===== src/hw/core_config.svh =====
`ifndef CORE_CONFIG_SVH
`define CORE_CONFIG_SVH

// data memory geometry
// depth in 32-bit words as a power of two
`define MEM_WORDS 256

// cycles from request accept to response valid
// must be at least 1
`define MEM_LATENCY 2

`endif


===== src/hw/core_types_pkg.sv =====
package core_types_pkg;

	typedef logic [31:0] word_t;
	typedef logic [4:0] reg_idx_t;

	typedef enum logic [2:0] {
		LD_NONE,
		LD_LB,
		LD_LH,
		LD_LW,
		LD_LBU,
		LD_LHU
	} load_op_e;

	typedef enum logic [1:0] {
		ST_NONE,
		ST_SB,
		ST_SH,
		ST_SW
	} store_op_e;

	// what execute hands to the memory stage
	typedef struct packed {
		word_t pc;
		word_t branch_target;
		word_t addr; // byte address
		word_t result;
		word_t store_data;
		reg_idx_t rd;
		load_op_e load_op;
		store_op_e store_op;
		logic is_branch;
		logic ecall;
		logic mret;
	} exu_req_t;

	typedef struct packed {
		word_t pc;
		word_t branch_target;
		word_t wdata;
		reg_idx_t rd;
		logic rd_we;
		logic is_branch;
		logic ecall;
		logic mret;
	} commit_t;

endpackage


===== src/hw/wbu.sv =====
`timescale 1ns/1ps

module wbu import core_types_pkg::*; (
	input logic clk,
	input logic rst,

	input logic in_valid,
	output logic in_ready,
	input commit_t in_commit,

	output logic retire_valid,
	input logic retire_ready,
	output commit_t retire
);

	logic slot_valid;
	commit_t slot;
	logic rd_nz;

	assign rd_nz = (in_commit.rd != '0);
	assign in_ready = !slot_valid || retire_ready; // empty or draining now
	assign retire_valid = slot_valid;
	assign retire = slot;

	always_ff @(posedge clk) begin
		if (rst) begin
			slot_valid <= 1'b0;
		end else if (in_valid && in_ready) begin
			slot_valid <= 1'b1;
		end else if (retire_ready) begin
			slot_valid <= 1'b0;
		end
	end

	always_ff @(posedge clk) begin
		if (in_valid && in_ready) begin
			slot <= in_commit;
			slot.rd_we <= rd_nz;
			slot.wdata <= rd_nz ? in_commit.wdata : '0; // x0 reads as zero
		end
	end

	a_retire_hold: assert property (@(posedge clk) disable iff (rst)
		retire_valid && !retire_ready |=> retire_valid && $stable(retire));

endmodule


===== config.mk =====
export PLATFORM = sky130hd
export DESIGN_NAME = wbu
export DESIGN_NICKNAME = d
export VERILOG_FILES = /design/src/hw/core_config.svh /design/src/hw/core_types_pkg.sv /design/src/hw/wbu.sv
export SDC_FILE = /design/constraint.sdc
export NUM_CORES = 1
export LEC_CHECK = 0
export BUFFER_PORTS_ARGS = -buffer_cell sky130_fd_sc_hd__buf_2
export CORE_MARGIN = 3
export CORE_UTILIZATION = 42
export CTS_CLUSTER_DIAMETER = 150
export DETAILED_ROUTE_END_ITERATION = 16
export MAX_ROUTING_LAYER = met4
export PLACE_DENSITY = 0.89
export SLEW_MARGIN = 20
export SYNTH_ARGS = -nofsm -noshare
export SYNTH_HDL_FRONTEND = slang
export SYNTH_SLANG_ARGS = --single-unit

===== constraint.sdc =====
create_clock -name clk -period 4.6 [get_ports clk]
set_clock_uncertainty 0.05 [all_clocks]
set_input_delay 0.23 -clock clk [delete_from_list [all_inputs] [get_ports clk]]
set_output_delay 0.23 -clock clk [all_outputs]
set_load 0.02 [all_outputs]

==> results of run 1 <==
-- cell families after synthesis --
kind of cell	synth area share (%)
and+or+nand+nor	1.08
DFF	90.9
AOI/OAI and AO/OA	7.03
buffers and inverters	0.968
-- path summary, 6_finish.rpt --
kind / to / slack (ps) / cells past startpoint / from
worst max-delay path: retire[100] / 2420 / 3 / retire_valid
worst min-delay path: retire[100] / 20 / 1 / in_commit[100]
worst max register to register: retire[100] / 2420 / 3 / retire_valid
worst min register to register: retire_valid / 500 / 2 / retire_valid
-- per-stage QoR --
| stage | hold WS [ps] | instance area, sq um | cells | setup slack, ps |
|---|---|---|---|---|
| after floorplan | 249 | 3490 | 151 | 990 |
| after global placement | 336 | 4680 | 463 | 2510 |
| after detailed placement | 344 | 4680 | 463 | 2410 |
| after CTS | 1.17 | 5500 | 540 | 2410 |
| final | 22.6 | 5540 | 544 | 2420 |
| after global routing | 0.303 | 5540 | 544 | 2230 |
-- critical path: cells and delay by family, from the launching register on --
kind / cells / cell delay, ps
buffers and inverters: 1 / 520
DFF: 1 / 320
and+or+nand+nor: 2 / 870
-- sequential cells by signal, summed over array words and instances, names as in the netlist --
register      count
retire          105
retire_valid      1
-- final cells by class --
cell class,count,area share (%)
Clock buffer,9,2.24
Multi-Input combinational cell,37,5.15
Tap cell,102,2.30
Sequential cell,106,57.3
Timing Repair Buffer,282,31.5
Inverter,2,0.136
Clock inverter,6,1.33
-- layout by cell type, fill, tap and decap left out, drive strengths merged --
master and instances:
a21boi 32, a21oi 1, and2 1, buf 216, bufinv 1, clkbuf 9
clkinvlp 2, dfxtp 1, dlygate4sd3 66, edfxtp 105, inv 5, nand2 1
nand2b 1, nor4 1
-- metal layers --
metal | global-route usage (%) | vias to the layer above
met5 | - | -
met4 | 8.32 | 0
met3 | 5.81 | 20
met2 | 34.1 | 146
met1 | 22.7 | 1182
li1 | - | 1167
-- power by group --
group / internal, W / switching, W / leakage [nW]
Combinational: 0.000113 / 0.000149 / 1.23
Sequential: 0.00113 / 0.0000155 / 1.02
Clock: 0.000256 / 0.000310 / 0.0942
Total: 0.00150 / 0.000475 / 2.35
-- synthesized netlist by cell type, drive strengths merged --
cell      n
dfxtp     1
nor4      1
a21boi   32
inv       2
nand2b    1
buf       1
a21oi     1
edfxtp  105
clkbuf    5
nand2     1
and2      1
==> out/metrics.yaml, run 1 <==
grt_max_degree: 73
drc: 0
highest-signal-layer: "met4"
total_power_w: 0.00197
drt-pass1-iter-count: 4
numCtsBuffers: 9
yosysWarningCount: 0
grt.total_usage_pct: 20.2
irDropWorstVdd_uv: 221
wl_per_cell_um: 17.1
place.gp.congestion: 0.875
die_y_um: 97.2
hold_viol: 0
wl_met3_um: 721
slew_headroom_pct: 39.8
grt_overflow_total: 0
synth_top_area_share_pct: 90.4
cts_hold_buf: 62
yosysTopAreaCell: "edfxtp_1"
cts_resized: 0
powerDensity_nw_per_um2: 356
status: "complete, no violations"
syn_to_final_growth_pct: 58.7
core_area_sq_um: 7890
drive_gt1_share_pct: 52.7
critPathMaxFanout: 72
end_kind: "flop"
cts_tree: "yes"
crit_type: "reg2reg"
viasPerCell: 4.62
drt-met1-wl_um: 3460
post_cts.repair.setup_buffers: 0
tightest_slew_ps: 904
yosys.cell_types.count: 13
io_pins: 216
grt_pass1_wl_um: 14200
synth_nets: 260
yosysSeqAreaShare_pct: 90.9
fmax_ghz: 0.459
drv_slew: 0
clockBufferDepth: 2
synthCells: 151
leakage_nw: 2.35
clockRootBuffer: "clkbuf_8"
synth.area.top_cells: "edfxtp_1 (90%), a21boi_0 (6.7%), nor4_4 (0.61%), dfxtp_1 (0.57%), clkbuf_1 (0.32%)"
drv_cap: 0
fill_cells: 522
cts.clk_slew.worst_paths_ps: 100
start_util_pct: 44.2
drtIter0Drc: 77
cp_data_arrival_time_ps: 2130
ys_seq_elements: 106
setup_violations: 0
grt_antenna_before_repair: 0
crit_required_ps: 4560
syn_area_per_cell_sq_um: 23.1
antenna_left: 0
antenna_cells: 0
die_w_um: 97.2
path_cells: "nand2b_1 > and2_4 > buf_4"
syn_area_sq_um: 3490
wl_um: 9320
cts.sinks: 106
vias: 2515
clkLatencyLatePin_ps: 350
final_nets: 547
crit_slowest_cell: "and2_4"
port-buffer-count: 214
rows: 32
h-tree-depth: 3
rsz0062_at_grt: "false"
fin_crit_ps: 2180
period_share_pct: 47.3
cp-start-kind: "flop"
multi_input_area_sq_um: 285
dp_hpwl_um: 6110
fin_tns_setup_ps: 0
grt_pass1_vias: 2650
seq_area_sq_um: 3170
hp-class: "in2reg"
die-area_sq_um: 9440
cpPeakStageDelay_ps: 750
final_util_pct: 70.2
dr_wl_met2_um: 4910
(Power assumes the default switching activity.)
==> run 2: changes to the inputs <==
--- a/config.mk
+++ b/config.mk
@@ -7,11 +7,11 @@
 export LEC_CHECK = 0
 export BUFFER_PORTS_ARGS = -buffer_cell sky130_fd_sc_hd__buf_2
 export CORE_MARGIN = 3
-export CORE_UTILIZATION = 42
+export CORE_UTILIZATION = 38
 export CTS_CLUSTER_DIAMETER = 150
 export DETAILED_ROUTE_END_ITERATION = 16
 export MAX_ROUTING_LAYER = met4
-export PLACE_DENSITY = 0.89
+export PLACE_DENSITY = 0.85
 export SLEW_MARGIN = 20
 export SYNTH_ARGS = -nofsm -noshare
 export SYNTH_HDL_FRONTEND = slang
==> constraint.sdc (replaced) <==
create_clock -name clk -period 1.9 [get_ports clk]
set_clock_uncertainty 0.05 [all_clocks]
set_input_delay 0.095 -clock clk [delete_from_list [all_inputs] [get_ports clk]]
set_output_delay 0.095 -clock clk [all_outputs]
set_load 0.02 [all_outputs]
==> out/metrics.yaml, run 2 (synthesized netlist as in run 1, its figures left out) <==
hp-class: "in2reg"  # unchanged
io_pins: 216  # unchanged
die-area_sq_um: 10400  # was 9440 sq um
grt_max_degree: 40  # was 73
end_kind: "flop"  # unchanged
drv_slew: 0  # unchanged
layout_commonest_cell: "buf_2"  # unchanged
largest_reg_flops: 105  # unchanged
crit_required_ps: 1940  # was 4560 ps
drtIter0Drc: 54  # was 77
fin_crit_ps: 1460
total_power_w: 0.00479  # was 0.00197 W
h-tree-depth: 3  # unchanged
cp-startpoint: "in_commit[4]"  # was retire_valid
status: "complete, no violations"  # unchanged
crit_end: "retire[35]"  # was retire[100]
numCtsBuffers: 9  # unchanged
irDropWorstVdd_uv: 357  # was 221 uV
vias: 2580  # was 2,515
drv_cap: 0  # unchanged
grt_pass1_wl_um: 13800  # was 14,200 um
drc: 0  # unchanged
antenna_cells: 0  # unchanged
cts_tree: "yes"  # unchanged
die_y_um: 102  # was 97.2 um
setup_violations: 0  # unchanged
critPathMaxFanout: 21  # was 72
fin_tns_setup_ps: 0  # unchanged
cts.clk_slew.worst_paths_ps: 100  # about the same
hold_viol: 0  # unchanged
grt_antenna_before_repair: 0  # unchanged
cts.sinks: 106  # unchanged
crit_slowest_cell: "dlygate4sd3_1"  # was and2_4
grt.total_usage_pct: 18.5  # was 20.2%
viasPerCell: 4.57  # was 4.62
drt-pass1-iter-count: 4  # unchanged
r2r-start: "retire_valid"  # unchanged
p_int_w: 0.00364  # was 0.00150 W
switchingPower_w: 0.00114  # was 0.000475 W
final_nets: 561  # was 547
fill_cells: 630  # was 522
path_cells: "dlygate4sd3_1 > buf_2 > nor4_4 > buf_4 > a21boi_0"  # was nand2b_1 > and2_4 > buf_4
post_cts.repair.setup_buffers: 0  # unchanged
cp_data_arrival_time_ps: 1490  # was 2130 ps
crit_type: "in2reg"  # was reg2reg
clockRootBuffer: "clkbuf_8"  # unchanged
path_buf_inv: 3  # was 1
worstSetupPathDepth: 5  # was 3
seqPwrFrac_pct: 57.9  # was 58.0%
r2r_cells: 3  # unchanged
core_area_sq_um: 8810  # was 7890 sq um
hold_ws_ps: 19.7  # was 22.6 ps
clkLatencyLatePin_ps: 350  # about the same
port-buffer-count: 214  # unchanged
die_w_um: 102  # was 97.2 um
fmax_ghz: 0.686
period_share_pct: 76.7
slew_headroom_pct: 80.1  # was 39.8%
cpPeakStageDelay_ps: 550  # was 750 ps
r2r_slack_ps: 560  # was 2420 ps
tightest_slew_ps: 299  # was 904 ps
dp_hpwl_um: 6390  # was 6110 um
clockPowerShare_pct: 28.2  # was 28.7%
grt_pass1_vias: 2728  # was 2,650
rsz0062_at_grt: "false"  # unchanged
syn_to_final_growth_pct: 63.4  # was 58.7%
clockBufferDepth: 2  # unchanged
mostFrequentLayoutCells: "buf_2 (214), edfxtp_1 (105), dlygate4sd3_1 (75)"  # was buf_2 (214), edfxtp_1 (105), dlygate4sd3_1 (66)
r2r_end: "retire[88]"  # was retire[100]
switching_share_pct: 23.9  # was 24.1%
antenna_left: 0  # unchanged
drive_gt1_share_pct: 52.1  # was 52.7%
wl_um: 9510  # was 9320 um
cp-start-kind: "input pin"  # was flop
wl_per_cell_um: 16.8  # was 17.1 um
powerDensity_nw_per_um2: 840  # was 356 nW/um^2
leakage_nw: 2.43  # was 2.35 nW
start_util_pct: 39.6  # was 44.2%
rows: 34  # was 32
grt_overflow_total: 0  # unchanged
place.gp.congestion: 0.706  # was 0.875
critical_path.top_delay_family: "buffers and inverters"  # was simple AND/OR/NAND/NOR gates
share_comb_of_total_power_pct: 14.0  # was 13.3%
## run 2: power groups by stage
stage	Sequential [W]	Clock [W]	Combinational, W
floorplan	0.00300	0	0.0000817
global placement	0.00281	0	0.000528
detailed placement	0.00282	0	0.000546
CTS	0.00277	0.00138	0.000668
global route	0.00278	0.00149	0.000713
finish	0.00277	0.00135	0.000669
## run 2: worst min-delay path by stage
stage,slack (ps),endpoint,cells past startpoint,from
after global routing,30,retire[27],2,in_commit[27]
after global placement,210,retire_valid,2,rst
final,20,retire[23],2,in_commit[23]
after CTS,6,retire[27],2,in_commit[27]
after floorplan,110,retire_valid,1,rst
after detailed placement,200,retire_valid,2,rst
## run 2: area by class of cell
type                       count  area [sq um]  share of cell area (%)
clock buffer                   9           124                    2.17
timing repair buffer         296          1900                    33.3
sequential                   106          3170                    55.7
multi-input combinational     37           293                    5.14
clock inverter                 7          68.8                    1.21
tap                          108           135                    2.37
inverter                       2          7.51                   0.132
## run 2: through the flow
stage	util, %	area (sq um)	std cells	setup WS, ps
after floorplan	-	3500	151	113
after global placement	54.0	4760	474	602
after detailed placement	54.0	4760	474	558
after CTS	64.7	5700	565	498
after global routing	64.7	5700	565	389
final	64.7	5700	565	443
## run 2: per-layer routing
metal  GRT usage (%)  vias up  part of all wire (%)  wire [um]
met5               -        -                     0          0
met4            7.57        0                   2.2        209
met3            4.85       19                   9.3        880
met2            32.1      149                    52       4940
met1            20.3     1216                    37       3480
li1                -     1196                     -          -
## run 2: timing repair
action / 4_1_cts / 5_1_grt
gates resized for setup: 0 / 0
hold buffers: 75 / 0
endpoints found under the hold margin: 74 / 0
==> run 3: changes to the inputs <==
--- a/config.mk
+++ b/config.mk
@@ -7,11 +7,11 @@
 export LEC_CHECK = 0
 export BUFFER_PORTS_ARGS = -buffer_cell sky130_fd_sc_hd__buf_2
 export CORE_MARGIN = 3
-export CORE_UTILIZATION = 38
+export CORE_UTILIZATION = 42
 export CTS_CLUSTER_DIAMETER = 150
 export DETAILED_ROUTE_END_ITERATION = 16
 export MAX_ROUTING_LAYER = met4
-export PLACE_DENSITY = 0.85
+export PLACE_DENSITY = 0.89
 export SLEW_MARGIN = 20
 export SYNTH_ARGS = -nofsm -noshare
 export SYNTH_HDL_FRONTEND = slang
==> constraint.sdc (replaced) <==
create_clock -name clk -period 1.4 [get_ports clk]
set_clock_uncertainty 0.05 [all_clocks]
set_input_delay 0.07 -clock clk [delete_from_list [all_inputs] [get_ports clk]]
set_output_delay 0.07 -clock clk [all_outputs]
set_load 0.02 [all_outputs]
==> out/metrics.yaml, run 3 (synthesized netlist as in run 1, its figures left out) <==
min_to: "retire[20]"  # was retire[23]
dr_wl_met2_um: 5120  # was 4940 um
core_area_sq_um: 7890  # was 8810 sq um
hold_viol: 0  # unchanged
cp-start-kind: "input pin"  # unchanged
crit_slowest_cell: "dlygate4sd3_1"  # unchanged
grt_pass1_wl_um: 14800  # was 13,800 um
cts_tree: "yes"  # unchanged
syn_to_final_growth_pct: 63.7  # was 63.4%
numCtsBuffers: 9  # unchanged
layout_commonest_cell: "buf_2"  # unchanged
hold_depth: 2  # unchanged
start_util_pct: 44.2  # was 39.6%
drtIter0Drc: 67  # was 54
setup_violations: 0  # unchanged
rsz0062_at_grt: "false"  # unchanged
largest_reg_flops: 105  # unchanged
hold_start: "in_commit[20]"  # was in_commit[23]
period_share_pct: 98.9
mostFrequentLayoutCells: "buf_2 (214), edfxtp_1 (105), dlygate4sd3_1 (76)"  # was buf_2 (214), edfxtp_1 (105), dlygate4sd3_1 (75)
hp-class: "in2reg"  # unchanged
r2r_cells: 3  # unchanged
vias: 2557  # was 2,580
cpPeakStageDelay_ps: 530  # was 550 ps
grt_antenna_before_repair: 1  # was 0
io_pins: 216  # unchanged
drt-pass1-iter-count: 4  # unchanged
powerDensity_nw_per_um2: 1130  # was 840 nW/um^2
grt_max_degree: 59  # was 40
place_area_sq_um: 4760  # about the same
drive_gt1_share_pct: 51.8  # was 52.1%
cts.sinks: 106  # unchanged
path_buf_inv: 3  # unchanged
multi_input_area_sq_um: 293  # unchanged
die_w_um: 97.2  # was 102 um
dp_slack_ps: 149  # was 558 ps
viasPerCell: 4.57  # about the same
grt.total_usage_pct: 20.9  # was 18.5%
critPathMaxFanout: 33  # was 21
die-area_sq_um: 9440  # was 10,400 sq um
r2r_slack_ps: 110  # was 560 ps
final_nets: 560  # was 561
hold_ws_ps: 19.0  # was 19.7 ps
r2r-start: "retire_valid"  # unchanged
final_area_sq_um: 5710  # was 5700 sq um
clockBufferDepth: 2  # unchanged
cts.clk_slew.worst_paths_ps: 90  # was 100 ps
grt_pass1_vias: 2836  # was 2,728
wl_met3_um: 756  # was 880 um
irDropWorstVdd_uv: 643  # was 357 uV
drv_cap: 0  # unchanged
critical_path.top_delay_family: "buffers and inverters"  # unchanged
clkLatencyLatePin_ps: 340  # was 350 ps
rows: 32  # was 34
wl_per_cell_um: 16.9  # was 16.8 um
fmax_ghz: 0.722
setup_ws_ps: 15.4  # was 443 ps
antenna_left: 0  # unchanged
fin_crit_ps: 1380
drc: 0  # unchanged
cts_resized: 0  # unchanged
clockRootBuffer: "clkbuf_8"  # unchanged
place.gp.congestion: 0.793  # was 0.706
die_y_um: 97.2  # was 102 um
tightest_slew_ps: 300  # was 299 ps
crit_type: "in2reg"  # unchanged
highest-signal-layer: "met4"  # unchanged
grt_overflow_total: 0  # unchanged
drt-met1-wl_um: 3450  # was 3480 um
seq_area_sq_um: 3180  # was 3170 sq um
h-tree-depth: 3  # unchanged
leakage_nw: 2.42  # was 2.43 nW
end_kind: "flop"  # unchanged
path_cells: "dlygate4sd3_1 > buf_2 > nor4_4 > buf_12 > a21boi_0"  # was dlygate4sd3_1 > buf_2 > nor4_4 > buf_4 > a21boi_0
status: "complete, no violations"  # unchanged
r2r_end: "retire[97]"  # was retire[88]
port-buffer-count: 214  # unchanged
fill_cells: 496  # was 630
cp_data_arrival_time_ps: 1410  # was 1490 ps
wl_um: 9440  # was 9510 um
slew_headroom_pct: 80.0  # was 80.1%
drv_slew: 0  # unchanged
crit_required_ps: 1420  # was 1940 ps
-- run 3: layout make-up --
class                   count  share of cell area (%)
diodes                      1                  0.0438
clock buffers              11                    2.30
clock inverters             5                   0.964
inverters                   2                   0.131
multi-input cells          37                    5.12
flip-flops and latches    106                    55.6
well taps                 102                    2.23
repair buffers            295                    33.6
-- run 3: power breakdown --
group / internal, W / switching [W] / total (W)
registers: 0.00371 / 0.0000463 / 0.00375
logic: 0.000414 / 0.000501 / 0.000914
clock network: 0.000824 / 0.000956 / 0.00178
-- run 3: stage by stage --
stage / util (%) / power, W / std cells / setup TNS, ps
2_1_floorplan: - / 0.00418 / 151 / -34960
3_3_place_gp: 60.4 / 0.00454 / 466 / 0
3_5_place_dp: 60.4 / 0.00457 / 466 / 0
4_1_cts: 72.4 / 0.00650 / 558 / 0
5_1_grt: 72.4 / 0.00671 / 559 / 0
6_report: 72.4 / 0.00645 / 559 / 0
-- run 3: metal layers --
metal	up-vias	GRT usage, %
li1	1194	-
met2	144	37.3
met4	0	4.75
met3	11	6.82
met5	-	-
met1	1208	22.7
-- run 3: worst reg2reg max path, cell delays in order (launching register included) --
cell      delay [ps]
dfxtp_4          360
nand2b_4          70
and2_4           170
buf_12           280
-- run 3: timing repair --
| action | CTS | global route |
|---|---|---|
| hold buffers | 76 | 0 |
| setup endpoints to repair | 0 | 0 |
| endpoints found under the hold margin | 75 | 0 |
| buffers inserted | 0 | 0 |
-- run 3: worst max-delay path by stage --
stage | depth (start not counted) | slack, ps | from | endpoint
floorplan | 2 | -330 | retire_valid | retire[0]
global placement | 3 | 170 | retire_valid | retire[104]
detailed placement | 3 | 150 | retire_valid | retire[104]
CTS | 5 | 30 | in_commit[4] | retire[36]
global route | 5 | 0.8 | in_commit[7] | retire[32]
finish | 5 | 20 | in_commit[4] | retire[36]
