### config.mk
export PLATFORM = sky130hd
export DESIGN_NAME = lsu
export DESIGN_NICKNAME = d
export VERILOG_FILES = /design/src/hw/core_config.svh /design/src/hw/core_types_pkg.sv /design/src/hw/mem_bus_pkg.sv /design/src/hw/lane_align.sv /design/src/hw/lsu.sv
export SDC_FILE = /design/constraint.sdc
export NUM_CORES = 1
export LEC_CHECK = 0
export ABC_CLOCK_PERIOD_IN_PS = 7100
export BUFFER_PORTS_ARGS = -buffer_cell sky130_fd_sc_hd__buf_4
export CAP_MARGIN = 20
export CELL_PAD_IN_SITES_DETAIL_PLACEMENT = 1
export CELL_PAD_IN_SITES_GLOBAL_PLACEMENT = 1
export CORE_ASPECT_RATIO = 0.5
export CORE_MARGIN = 3
export CORE_UTILIZATION = 37
export CTS_CLUSTER_DIAMETER = 50
export CTS_CLUSTER_SIZE = 28
export DETAILED_ROUTE_END_ITERATION = 8
export HOLD_SLACK_MARGIN = 0.03
export PLACE_DENSITY = 0.86
export SLEW_MARGIN = 15
export SYNTH_ARGS = -nofsm -noshare
export SYNTH_HDL_FRONTEND = slang
export SYNTH_SLANG_ARGS = --single-unit
### constraint.sdc
create_clock -name clk -period 7.1 [get_ports clk]
set_input_delay 2.13 -clock clk [delete_from_list [all_inputs] [get_ports clk]]
set_output_delay 2.13 -clock clk [all_outputs]
set_load 0.01 [all_outputs]
### src/hw/core_config.svh
`ifndef CORE_CONFIG_SVH
`define CORE_CONFIG_SVH

// data memory geometry
// depth in 32-bit words as a power of two
`define MEM_WORDS 256

// cycles from request accept to response valid
// must be at least 1
`define MEM_LATENCY 2

`endif

### src/hw/core_types_pkg.sv
package core_types_pkg;

	typedef logic [31:0] word_t;
	typedef logic [4:0] reg_idx_t;

	typedef enum logic [2:0] {
		LD_NONE,
		LD_LB,
		LD_LH,
		LD_LW,
		LD_LBU,
		LD_LHU
	} load_op_e;

	typedef enum logic [1:0] {
		ST_NONE,
		ST_SB,
		ST_SH,
		ST_SW
	} store_op_e;

	// what execute hands to the memory stage
	typedef struct packed {
		word_t pc;
		word_t branch_target;
		word_t addr; // byte address
		word_t result;
		word_t store_data;
		reg_idx_t rd;
		load_op_e load_op;
		store_op_e store_op;
		logic is_branch;
		logic ecall;
		logic mret;
	} exu_req_t;

	typedef struct packed {
		word_t pc;
		word_t branch_target;
		word_t wdata;
		reg_idx_t rd;
		logic rd_we;
		logic is_branch;
		logic ecall;
		logic mret;
	} commit_t;

endpackage

### src/hw/mem_bus_pkg.sv
package mem_bus_pkg;
	import core_types_pkg::*;

	typedef logic [3:0] byte_en_t;
	typedef logic [29:0] word_addr_t; // byte address bits 31:2

	typedef struct packed {
		word_addr_t addr;
		logic we;
		byte_en_t be; // only looked at for writes
		word_t wdata;
	} mem_req_t;

	typedef struct packed {
		word_t rdata;
	} mem_rsp_t;

endpackage

### src/hw/lane_align.sv
`timescale 1ns/1ps

module lane_align import core_types_pkg::*, mem_bus_pkg::*; (
	input logic [1:0] addr_low,
	input load_op_e load_op,
	input store_op_e store_op,
	input word_t store_data,
	input word_t rdata,
	output word_t wdata,
	output byte_en_t be,
	output word_t load_value
);

	logic [7:0] rd_byte;
	logic [15:0] rd_half;

	// store data copied to every lane and be picks the real ones
	always_comb begin
		case (store_op)
			ST_SB: begin
				wdata = {4{store_data[7:0]}};
				be = byte_en_t'(4'b0001 << addr_low);
			end
			ST_SH: begin
				wdata = {2{store_data[15:0]}};
				be = addr_low[1] ? 4'b1100 : 4'b0011;
			end
			ST_SW: begin
				wdata = store_data;
				be = 4'b1111;
			end
			default: begin
				wdata = store_data;
				be = 4'b0000;
			end
		endcase
	end

	// load side
	assign rd_byte = rdata[8 * addr_low +: 8];
	assign rd_half = addr_low[1] ? rdata[31:16] : rdata[15:0];

	always_comb begin
		case (load_op)
			LD_LB: load_value = {{24{rd_byte[7]}}, rd_byte};
			LD_LBU: load_value = {24'b0, rd_byte};
			LD_LH: load_value = {{16{rd_half[15]}}, rd_half};
			LD_LHU: load_value = {16'b0, rd_half};
			default: load_value = rdata; // LW
		endcase
	end

endmodule

### src/hw/lsu.sv
`timescale 1ns/1ps

module lsu import core_types_pkg::*, mem_bus_pkg::*; (
	input logic clk,
	input logic rst,

	input logic exu_valid,
	output logic exu_ready,
	input exu_req_t exu_req,

	output logic mem_req_valid,
	input logic mem_req_ready,
	output mem_req_t mem_req,

	input logic mem_rsp_valid,
	output logic mem_rsp_ready,
	input mem_rsp_t mem_rsp,

	output logic lsu_valid,
	input logic wbu_ready,
	output commit_t lsu_commit
);

	typedef enum logic [2:0] {
		IDLE,
		WAIT_REQ_READ,
		WAIT_REQ_WRITE,
		WAIT_RSP_READ,
		WAIT_RSP_WRITE,
		WAIT_WBU_READY
	} lsu_state_e;

	lsu_state_e state;
	lsu_state_e next_state;

	exu_req_t req_q; // held for the whole access
	word_t load_q;
	word_t st_wdata;
	byte_en_t st_be;
	word_t load_value;

	assign exu_ready = (state == IDLE);
	assign mem_req_valid = (state == WAIT_REQ_READ) || (state == WAIT_REQ_WRITE);
	assign mem_rsp_ready = (state == WAIT_RSP_READ) || (state == WAIT_RSP_WRITE);
	assign lsu_valid = (state == WAIT_WBU_READY);

	always_ff @(posedge clk) begin
		if (rst) begin
			state <= IDLE;
		end else begin
			state <= next_state;
		end
	end

	always_comb begin
		next_state = state;
		case (state)
			IDLE: if (exu_valid) begin
				if (exu_req.load_op != LD_NONE) next_state = WAIT_REQ_READ;
				else if (exu_req.store_op != ST_NONE) next_state = WAIT_REQ_WRITE;
				else next_state = WAIT_WBU_READY;
			end
			WAIT_REQ_READ: if (mem_req_ready) next_state = WAIT_RSP_READ;
			WAIT_REQ_WRITE: if (mem_req_ready) next_state = WAIT_RSP_WRITE;
			WAIT_RSP_READ: if (mem_rsp_valid) next_state = WAIT_WBU_READY;
			WAIT_RSP_WRITE: if (mem_rsp_valid) next_state = WAIT_WBU_READY;
			WAIT_WBU_READY: if (wbu_ready) next_state = IDLE;
			default: next_state = IDLE;
		endcase
	end

	// payload registers
	always_ff @(posedge clk) begin
		if (exu_valid && exu_ready) req_q <= exu_req;
		if (state == WAIT_RSP_READ && mem_rsp_valid) load_q <= load_value;
	end

	lane_align u_lane_align (
		.addr_low   (req_q.addr[1:0]),
		.load_op    (req_q.load_op),
		.store_op   (req_q.store_op),
		.store_data (req_q.store_data),
		.rdata      (mem_rsp.rdata),
		.wdata      (st_wdata),
		.be         (st_be),
		.load_value (load_value)
	);

	assign mem_req.addr = req_q.addr[31:2];
	assign mem_req.we = (state == WAIT_REQ_WRITE);
	assign mem_req.be = st_be;
	assign mem_req.wdata = st_wdata;

	always_comb begin
		lsu_commit.pc = req_q.pc;
		lsu_commit.branch_target = req_q.branch_target;
		lsu_commit.wdata = (req_q.load_op != LD_NONE) ? load_q : req_q.result;
		lsu_commit.rd = req_q.rd;
		lsu_commit.rd_we = 1'b0; // decided in wbu
		lsu_commit.is_branch = req_q.is_branch;
		lsu_commit.ecall = req_q.ecall;
		lsu_commit.mret = req_q.mret;
	end

	a_req_stable: assert property (@(posedge clk) disable iff (rst)
		mem_req_valid && !mem_req_ready |=> mem_req_valid && $stable(mem_req));

	a_word_aligned: assert property (@(posedge clk) disable iff (rst)
		mem_req_valid && (req_q.load_op == LD_LW || req_q.store_op == ST_SW)
		|-> req_q.addr[1:0] == 2'b00);

	a_half_aligned: assert property (@(posedge clk) disable iff (rst)
		mem_req_valid && (req_q.load_op inside {LD_LH, LD_LHU} || req_q.store_op == ST_SH)
		|-> req_q.addr[0] == 1'b0);

endmodule

==> flow_summary_export.csv, run 1 <==
group,metric,value,unit
run,maxCapViolCount,0,
critical_path,crit_chain,"or2_2 > nor2_2 > buf_4 > mux2_2 > buf_4",
hold_path,hp-class,"flop to flop",
logic_synthesis,syn-num-nets,813,
floorplan,die-area,26090,um^2
global_route,top_usage_layer,"met2",
logic_synthesis,synth_top_area_cell,"edfxtp_1",
global_route,use_met2,38.63,%
logic_synthesis,synth_edf_count,205,
global_route,track_usage,19.87,%
detailed_routing,wl,27480,um
global_route,gr-usage-met3,3.063,%
sta,fmax,203.8,MHz
cts,clock_sinks,208,
logic_synthesis,synthAdderAreaFrac,0.5617,%
critical_path,cpPeakStageDelay,0.58,ns
place,gp_congestion,0.8800,
critical_path,criticalPathCategory,"flop to output port",
floorplan,start_util,38.36,%
place,port_buffers,385,
global_route,grt_pass1_wl,38810,um
cells_and_area,drive_above_1_share,51.83,%
sta,rsz0062_at_grt,"false",
sta,finalSetupViolCount,0,
critical_path,arrival,2.78,ns
logic_synthesis,synthMostInstantiatedCell,"edfxtp_1",
detailed_routing,drtIter0Drc,435,
logic_synthesis,ys.flop_type,"edfxtp_1",
floorplan,die_h,115.7,um
cells_and_area,syn_to_final_growth,31.70,%
cts,cts_buffer_depth,3,
cells_and_area,fin_cells,1182,
critical_path,end_kind,"output port",
sta,worst_slew_pin_slew,1.003,ns
sta,fin_crit,4.906,ns
sta,fin_tns_setup,0,ns
logic_synthesis,async_flop_share,0,%
global_route,overflow,0,
logic_synthesis,synth_area,8910,um^2
floorplan,io_pins,387,
place,dp_cells,1156,
place,hpwl,21510,um
global_route,grt_max_degree,111,
sta,slew_viol_final,0,
logic_synthesis,synth_xor_area_share,0.3932,%
cts,numCtsBuffers,15,
logic_synthesis,synthMuxAreaShare,5.336,%
logic_synthesis,synth_simple_gate_area_share,4.171,%
detailed_routing,first_pass_iters,5,
critical_path,crit_top_cell,"buf_4",
logic_synthesis,synth_area_leaders,"edfxtp_1 (69%), buf_4 (9.7%), mux2_2 (3.9%), a21oi_1 (2.6%), a221o_1 (1.7%)",
critical_path,path_delay_family,"simple AND/OR/NAND/NOR gates",
logic_synthesis,seq_area_frac_synth,69.77,%
cts,cts.htree.levels,1,
cts,cts_tree,"built",
floorplan,row_count,39,
logic_synthesis,ys_ff_latch,208,
logic_synthesis,ys_top_cells_by_count,"edfxtp_1 (205), buf_4 (115), a21oi_1 (46)",
cts,clk_pin_slew,0.09,ns
global_route,use_met1,23.03,%
sta,maxSlewHeadroom,33.13,%
detailed_routing,wl_per_cell,23.25,um
logic_synthesis,synth_top_family_by_area,"buffers and inverters",
cts,cts_hold_buf,0,
detailed_routing,drc,0,
logic_synthesis,synth_top_area_share,69.09,%
critical_path,worstPathMaxFanout,26,
logic_synthesis,synth_area_per_cell,14.90,um^2
critical_path,cpMaxStageDelayCell,"edfxtp_1",
sta,hold_viol_final,0,
sta,whs,0.7303,ns
sta,layout_worst_path_cycle_share,69.10,%
logic_synthesis,synthDistinctLibCells,51,
critical_path,start_kind,"flop",
power,power_leakage,0.004774,uW
cells_and_area,fin_nets,1081,
detailed_routing,ant_nets,0,
critical_path,cp_num_buf_inv,2,
critical_path,worst_ep_required_time,4.97,ns
detailed_routing,vias_per_cell,4.908,
global_route,antenna_found_initial,1,
logic_synthesis,netlist_instances,598,
power,ir_drop,195.2,uV
sta,finalClockSkew,0.02319,ns
outcome,outcome,"completed",
cts,post_cts_buffers,0,
global_route,first_global_vias,6230,
floorplan,die_x,225.5,um
floorplan,core,23230,um^2
cts,clkLatencyLatePin,0.49,ns
logic_synthesis,yosys_warnings,0,
detailed_routing,num_vias,5801,
logic_synthesis,synth-compound-area-share,8.257,%
cts,cts-resized-gates,0,
cts,cts-root-buf,"clkbuf_16",
power,power-per-cell-area,272.4,nW/um^2
-- flip-flops by register name, indices dropped and copies added, names as in the netlist --
name        cells
state           3
req_q          71
load_q         32
mem_req        30
lsu_commit     72
-- routing by layer --
layer	wire [um]	part of all wire, %	vias to the layer above
met5	0	0	-
met4	629	2.3	0
met3	1085	3.9	41
met2	15310	56	190
met1	10450	38	2926
li1	-	-	2644
-- stage by stage --
stage	instance area, um^2	setup WS (ns)	total power, uW	util, %
floorplan	8910	0.4627	2055	-
global placement	11260	2.869	2313	48.47
detailed placement	11260	2.717	2353	48.47
CTS	11730	2.188	3221	50.51
global route	11730	1.972	3327	50.52
finish	11730	2.194	3196	50.52
-- power breakdown --
part	internal, uW	switching, uW	total [uW]
Combinational	335	379	714
Clock	420	453	873
Sequential	1540	74.3	1610
-- cell families (layout without fill, tap and decap cells) --
family / Yosys count / in the layout
DFF: 208 / 208
muxes: 42 / 42
other: 1 / 2
buffers and inverters: 152 / 428
xor gates and xnor gates: 4 / 4
and+or+nand+nor: 79 / 79
adders and majority gates: 4 / 4
AOI/OAI and AO/OA: 108 / 108
-- path summary, 6_finish.rpt --
kind              startpoint        endpoint  slack [ns]  cells past startpoint
setup reg to reg    req_q[6]       load_q[4]        4.36                      4
hold reg to reg     state[2]        state[0]        0.73                      2
hold / removal      state[2]        state[0]        0.73                      2
setup / recovery    req_q[5]  lsu_commit[27]        2.19                      5
-- area by class of cell --
class | instances | area, um^2
Timing Repair Buffer | 388 | 2925
Clock buffer | 16 | 389.1
Multi-Input combinational cell | 238 | 1677
Antenna cell | 1 | 2.502
Fill cell | 2367 | 11490
Inverter | 15 | 56.30
Clock inverter | 9 | 83.83
Sequential cell | 208 | 6216
Tap cell | 307 | 384.1
-- cell usage in the layout, fill, tap and decap left out, types with 4 or more instances in the layout --
master     count
buf_4        387
edfxtp_1     205
a21oi_1       46
mux2_2        31
nor2_1        29
nand2_1       23
inv_1         15
a22oi_1       15
a221o_1       15
clkbuf_16     15
o22ai_1        8
a22o_1         8
mux2i_1        7
o21ai_0        5
nor3_1         4
nand3_1        4
ha_1           4
inv_6          4
-- worst min-delay path: cells and delay by family (launching register included) --
kind	cells	cell delay, ns
flip-flops	1	0.43
AND/OR/NAND/NOR	2	0.23
Note: power is estimated with default switching activity, not from simulation.
==> inputs of run 2 (changes only) <==
ABC_CLOCK_PERIOD_IN_PS = 4100   (was 7100)
CORE_UTILIZATION = 34   (was 37)
PLACE_DENSITY = 0.83   (was 0.86)
clock period = 4.1 ns   (was 7.1 ns; I/O delays follow)
==> run 2 against run 1 <==
Combinational power is 76% higher; total power is 78% higher; critical path depth is 1 higher; critical path type unchanged; largest power group unchanged; highest routed layer unchanged.
==> flow_summary_export.csv, run 2 (same netlist as run 1, synthesis figures left out) <==
group,metric,value,unit
critical_path,start_kind,"flop",
sta,finalSetupViolCount,0,
power,p_int,4056,uW
critical_path,path_delay_family,"adder cells",
cts,cts_hold_buf,0,
power,p_seq_share,48.9,%
global_route,gr-usage-met3,3.350,%
global_route,use_met1,22.16,%
floorplan,start_util,34.95,%
cts,cts_tree,"built",
power,ir_drop,216.2,uV
cts,clock_sinks,208,
global_route,grt_pass1_wl,40260,um
power,p_sw_share,28.67,%
detailed_routing,drtIter0Drc,455,
global_route,grt_max_degree,91,
cells_and_area,mostFrequentLayoutCells,"buf_4 (390), edfxtp_1 (205), a21oi_1 (46)",
sta,fin_crit,3.854,ns
critical_path,cpMaxStageDelayCell,"ha_1",
floorplan,die_h,120.5,um
sta,hold_viol_final,0,
detailed_routing,num_vias,5855,
critical_path,criticalPathCategory,"flop to output port",
cells_and_area,n_antenna_cell,0,
floorplan,die-area,28300,um^2
cts,post_cts_buffers,0,
critical_path,r2r_setup_slack,1.40,ns
global_route,overflow,0,
global_route,first_global_vias,6295,
detailed_routing,drc,0,
critical_path,worstPathMaxFanout,18,
place,post-place-ws,0.8475,ns
critical_path,r2r-start,"req_q[6]",
place,gp_congestion,0.9030,
sta,slew_viol_final,0,
cts,cts-root-buf,"clkbuf_16",
sta,whs,0.6938,ns
hold_path,holdPathStages,2,
critical_path,crit_chain,"inv_1 > ha_1 > buf_4 > and2_1 > a22o_1 > buf_4",
sta,worst_slew_pin_slew,0.8760,ns
cts,cts.htree.levels,1,
place,hpwl,21460,um
global_route,use_met2,34.77,%
global_route,antenna_found_initial,0,
sta,maxSlewHeadroom,41.60,%
sta,rsz0062_at_grt,"false",
cells_and_area,syn_to_final_growth,33.45,%
cells_and_area,largest_reg_flops,72,
outcome,outcome,"completed",
cts,clkLatencyLatePin,0.51,ns
hold_path,hp-class,"flop to flop",
global_route,top_usage_layer,"met2",
sta,finalClockSkew,0.03213,ns
power,p_clk_share,29.0,%
place,port_buffers,385,
floorplan,core,25500,um^2
cts,cts-resized-gates,0,
sta,layout_worst_path_cycle_share,93.99,%
cts,numCtsBuffers,16,
critical_path,r2r-end,"load_q[4]",
critical_path,cpPeakStageDelay,0.62,ns
hold_path,min_to,"state[0]",
critical_path,worst_ep_required_time,2.87,ns
sta,fmax,259.5,MHz
sta,fin_tns_setup,0,ns
critical_path,arrival,2.62,ns
cells_and_area,drive_above_1_share,52.10,%
run,maxCapViolCount,0,
floorplan,die_x,234.9,um
critical_path,worst-r2r-cell-count,4,
hold_path,worstHoldStart,"state[2]",
floorplan,io_pins,387,
power,p_sw,1630,uW
sta,fin_ws,0.2465,ns
critical_path,cp_num_buf_inv,3,
cells_and_area,fin_nets,1086,
detailed_routing,wl,27950,um
power,power_leakage,0.004829,uW
detailed_routing,vias_per_cell,4.780,
cts,clk_pin_slew,0.07,ns
detailed_routing,ant_nets,0,
cells_and_area,final_util,46.64,%
global_route,track_usage,18.82,%
floorplan,row_count,41,
critical_path,end_kind,"output port",
cells_and_area,fin_cells,1225,
power,pwr-share-comb,22.1,%
detailed_routing,wl_per_cell,22.81,um
critical_path,crit_top_cell,"buf_4",
cts,cts_buffer_depth,3,
detailed_routing,first_pass_iters,4,
cells_and_area,layout_commonest_cell,"buf_4",
place,dp_cells,1197,
power,power-per-cell-area,478.3,nW/um^2
[run 2: cell types whose count changed in the layout (fill, tap and decap cells not counted), sizes merged]
cell    change
buf         +4
diode       -1
clkbuf      +3
clkinv      +1
inv         -1
[run 2: worst register-to-register path, delay by kind of cell (launching register included)]
family             cells  cell delay (ns)
and+or+nand+nor        2             1.00
DFF                    1             0.93
AOI/OAI and AO/OA      2             0.55
[run 2: final cells by class]
cell class | instances | area (um^2)
Timing Repair Buffer | 392 | 2968
Inverter | 15 | 56.30
Fill cell | 2597 | 13610
Clock inverter | 9 | 110.1
Clock buffer | 19 | 432.9
Sequential cell | 208 | 6216
Tap cell | 344 | 430.4
Multi-Input combinational cell | 238 | 1677
[run 2: worst max path at each step]
stage,start,to,slack (ns),cells after the start
floorplan,exu_valid,lsu_commit[0],0.30,1
global placement,req_q[3],mem_req[12],0.94,6
detailed placement,req_q[3],mem_req[12],0.85,6
CTS,req_q[3],mem_req[8],0.27,6
global route,req_q[3],mem_req[12],0.13,6
finish,req_q[3],mem_req[8],0.25,6
[run 2: routing by layer]
| layer | up-vias | part of all wire, % | wire length, um |
|---|---|---|---|
| met3 | 55 | 4.0 | 1116 |
| met5 | - | 0 | 0 |
| met4 | 0 | 3.7 | 1021 |
| li1 | 2659 | - | - |
| met1 | 2971 | 38 | 10710 |
| met2 | 170 | 54 | 15100 |
[run 2: power by group through the flow]
| stage | registers [uW] | logic [uW] | clock network (uW) |
|---|---|---|---|
| 6_report | 2780 | 1260 | 1650 |
| 2_1_floorplan | 2770 | 757 | 0 |
| 5_1_grt | 2800 | 1340 | 1800 |
| 4_1_cts | 2780 | 1270 | 1700 |
| 3_5_place_dp | 2820 | 1260 | 0 |
| 3_3_place_gp | 2810 | 1220 | 0 |
[run 2: stage by stage]
| step | instance area (um^2) | total power (uW) |
|---|---|---|
| global route | 11890 | 5945 |
| CTS | 11890 | 5745 |
| floorplan | 8911 | 3532 |
| global placement | 11350 | 4029 |
| finish | 11890 | 5687 |
| detailed placement | 11350 | 4083 |
==> inputs of run 3 (changes only) <==
ABC_CLOCK_PERIOD_IN_PS = 4530   (was 4100)
CORE_UTILIZATION = 40   (was 34)
PLACE_DENSITY = 0.91   (was 0.83)
clock period = 4.53 ns   (was 4.1 ns; I/O delays follow)
==> run 3 against run 2 <==
Final area down 1.1%; routed wire length down 0.29%; hold slack about the same; non-clock buffer count down 2; clock-buffer cell count down 3; register-to-register slack better by 0.41 ns; sequential power down 9.4%; sequential share of layout area up 0.61 points; setup slack better by 0.20 ns; utilization up 8.8 points.
==> flow_summary_export.csv, run 3 (same netlist as run 1, synthesis figures left out) <==
group,metric,value,unit
cts,cts_tree,"built",
sta,maxSlewHeadroom,40.01,%
floorplan,die_h,111.5,um
critical_path,cp-startpoint,"req_q[5]",
cells_and_area,layout_commonest_cell,"buf_4",
sta,finalClockSkew,0.03635,ns
global_route,grt_max_degree,64,
critical_path,worst_ep_required_time,3.17,ns
floorplan,die-area,24210,um^2
critical_path,start_kind,"flop",
cells_and_area,n_antenna_cell,0,
power,power_leakage,0.004784,uW
critical_path,r2r_setup_slack,1.81,ns
sta,slew_viol_final,0,
cts,clock_sinks,208,
sta,whs,0.6943,ns
detailed_routing,first_pass_iters,5,
cells_and_area,drive_above_1_share,52.00,%
critical_path,cpPeakStageDelay,0.58,ns
cells_and_area,fin_cells,1169,
power,power-per-cell-area,429.6,nW/um^2
cts,cts.htree.levels,1,
global_route,overflow,0,
sta,layout_worst_path_cycle_share,90.14,%
sta,fin_tns_setup,0,ns
cts,cts-resized-gates,0,
sta,hold_viol_final,0,
floorplan,row_count,37,
cts,post_cts_buffers,0,
critical_path,criticalPathCategory,"flop to output port",
power,ir_drop,351.6,uV
floorplan,io_pins,387,
place,port_buffers,385,
floorplan,core,21200,um^2
critical_path,r2r-end,"load_q[3]",
detailed_routing,vias_per_cell,5.027,
sta,fin_crit,4.083,ns
cells_and_area,fin_nets,1083,
cts,clkLatencyLatePin,0.51,ns
critical_path,arrival,2.72,ns
floorplan,start_util,42.02,%
sta,worst_slew_pin_slew,0.8999,ns
cells_and_area,largest_reg_flops,72,
critical_path,r2r-start,"req_q[6]",
hold_path,hp-class,"flop to flop",
detailed_routing,wl_per_cell,23.83,um
global_route,track_usage,22.12,%
sta,rsz0062_at_grt,"false",
detailed_routing,ant_nets,0,
cts,clk_pin_slew,0.09,ns
cells_and_area,syn_to_final_growth,31.92,%
critical_path,worstPathMaxFanout,26,
sta,finalSetupViolCount,0,
detailed_routing,drc,0,
place,dp_cells,1143,
cts,cts-root-buf,"clkbuf_16",
detailed_routing,num_vias,5877,
place,gp_congestion,0.8768,
cts,numCtsBuffers,15,
detailed_routing,drtIter0Drc,419,
place,hpwl,21510,um
cts,cts_buffer_depth,3,
detailed_routing,wl,27860,um
cells_and_area,fin_area,11750,um^2
global_route,antenna_found_initial,1,
sta,fmax,244.9,MHz
run,maxCapViolCount,0,
cells_and_area,mostFrequentLayoutCells,"buf_4 (387), edfxtp_1 (205), a21oi_1 (46)",
floorplan,die_x,217.1,um
global_route,grt_pass1_wl,40630,um
critical_path,cpMaxStageDelayCell,"edfxtp_1",
outcome,outcome,"completed",
critical_path,worst-r2r-cell-count,4,
cts,cts_hold_buf,0,
global_route,first_global_vias,6410,
critical_path,end_kind,"output port",
critical_path,crit_end,"lsu_commit[25]",
place,dpl_cell_area,11280,um^2
cells_and_area,fillers,2200,
critical_path,crit_chain,"or2_2 > nor2_2 > buf_12 > mux2_2 > buf_4",
-- run 3: cell count changes in the layout (fill, tap and decap cells not counted) --
| cell | before | now |
|---|---|---|
| buf_12 | 2 | 3 |
| buf_4 | 390 | 387 |
| clkbuf_1 | 2 | 1 |
| clkbuf_16 | 17 | 15 |
| clkinv_16 | 1 | 0 |
| clkinv_2 | 2 | 0 |
| clkinv_8 | 1 | 0 |
| clkinvlp_4 | 0 | 2 |
| inv_6 | 1 | 4 |
-- run 3: how the worst min path moves through the flow --
stage	to	startpoint	slack (ns)	cells after the start
4_1_cts	state[0]	state[0]	0.68	2
3_5_place_dp	state[0]	state[2]	0.67	2
6_report	state[0]	state[0]	0.69	2
2_1_floorplan	state[1]	state[0]	0.54	2
5_1_grt	state[0]	state[0]	0.75	2
3_3_place_gp	state[0]	state[0]	0.65	2
-- run 3: layout make-up --
type	instances	area (um^2)	share of cell area [%]
Tap cell	292	365.4	3.108
Inverter	15	56.30	0.4790
Clock inverter	10	95.09	0.8090
Clock buffer	16	379.1	3.225
Sequential cell	208	6216	52.88
Timing Repair Buffer	390	2965	25.23
Multi-Input combinational cell	238	1677	14.26
-- run 3: worst max-delay path: cells and delay by family (launching register included) --
kind	cells	cell delay, ns
buffers and inverters	2	0.41
muxes	1	0.37
DFF	1	0.58
and+or+nand+nor	2	0.87
-- run 3: stage by stage --
step / util (%) / worst slack [ns] / power, uW
2_1_floorplan: - / 0.5998 / 3197
3_5_place_dp: 53.20 / 0.9965 / 3705
3_3_place_gp: 53.20 / 1.068 / 3636
4_1_cts: 55.43 / 0.4562 / 5082
5_1_grt: 55.43 / 0.3496 / 5259
6_report: 55.43 / 0.4466 / 5049
-- run 3: report_power, final --
group	switching (uW)	total, uW	internal [uW]
clock	738	1390	649
combinational	606	1140	535
sequential	117	2520	2400
total	1460	5050	3590
-- run 3: per-layer routing --
layer	up-vias	wire length [um]	global-route usage, %
met5	-	12	0
met4	2	990	7.422
met3	62	1412	4.500
met2	207	15250	42.18
met1	2956	10200	24.66
li1	2650	-	-
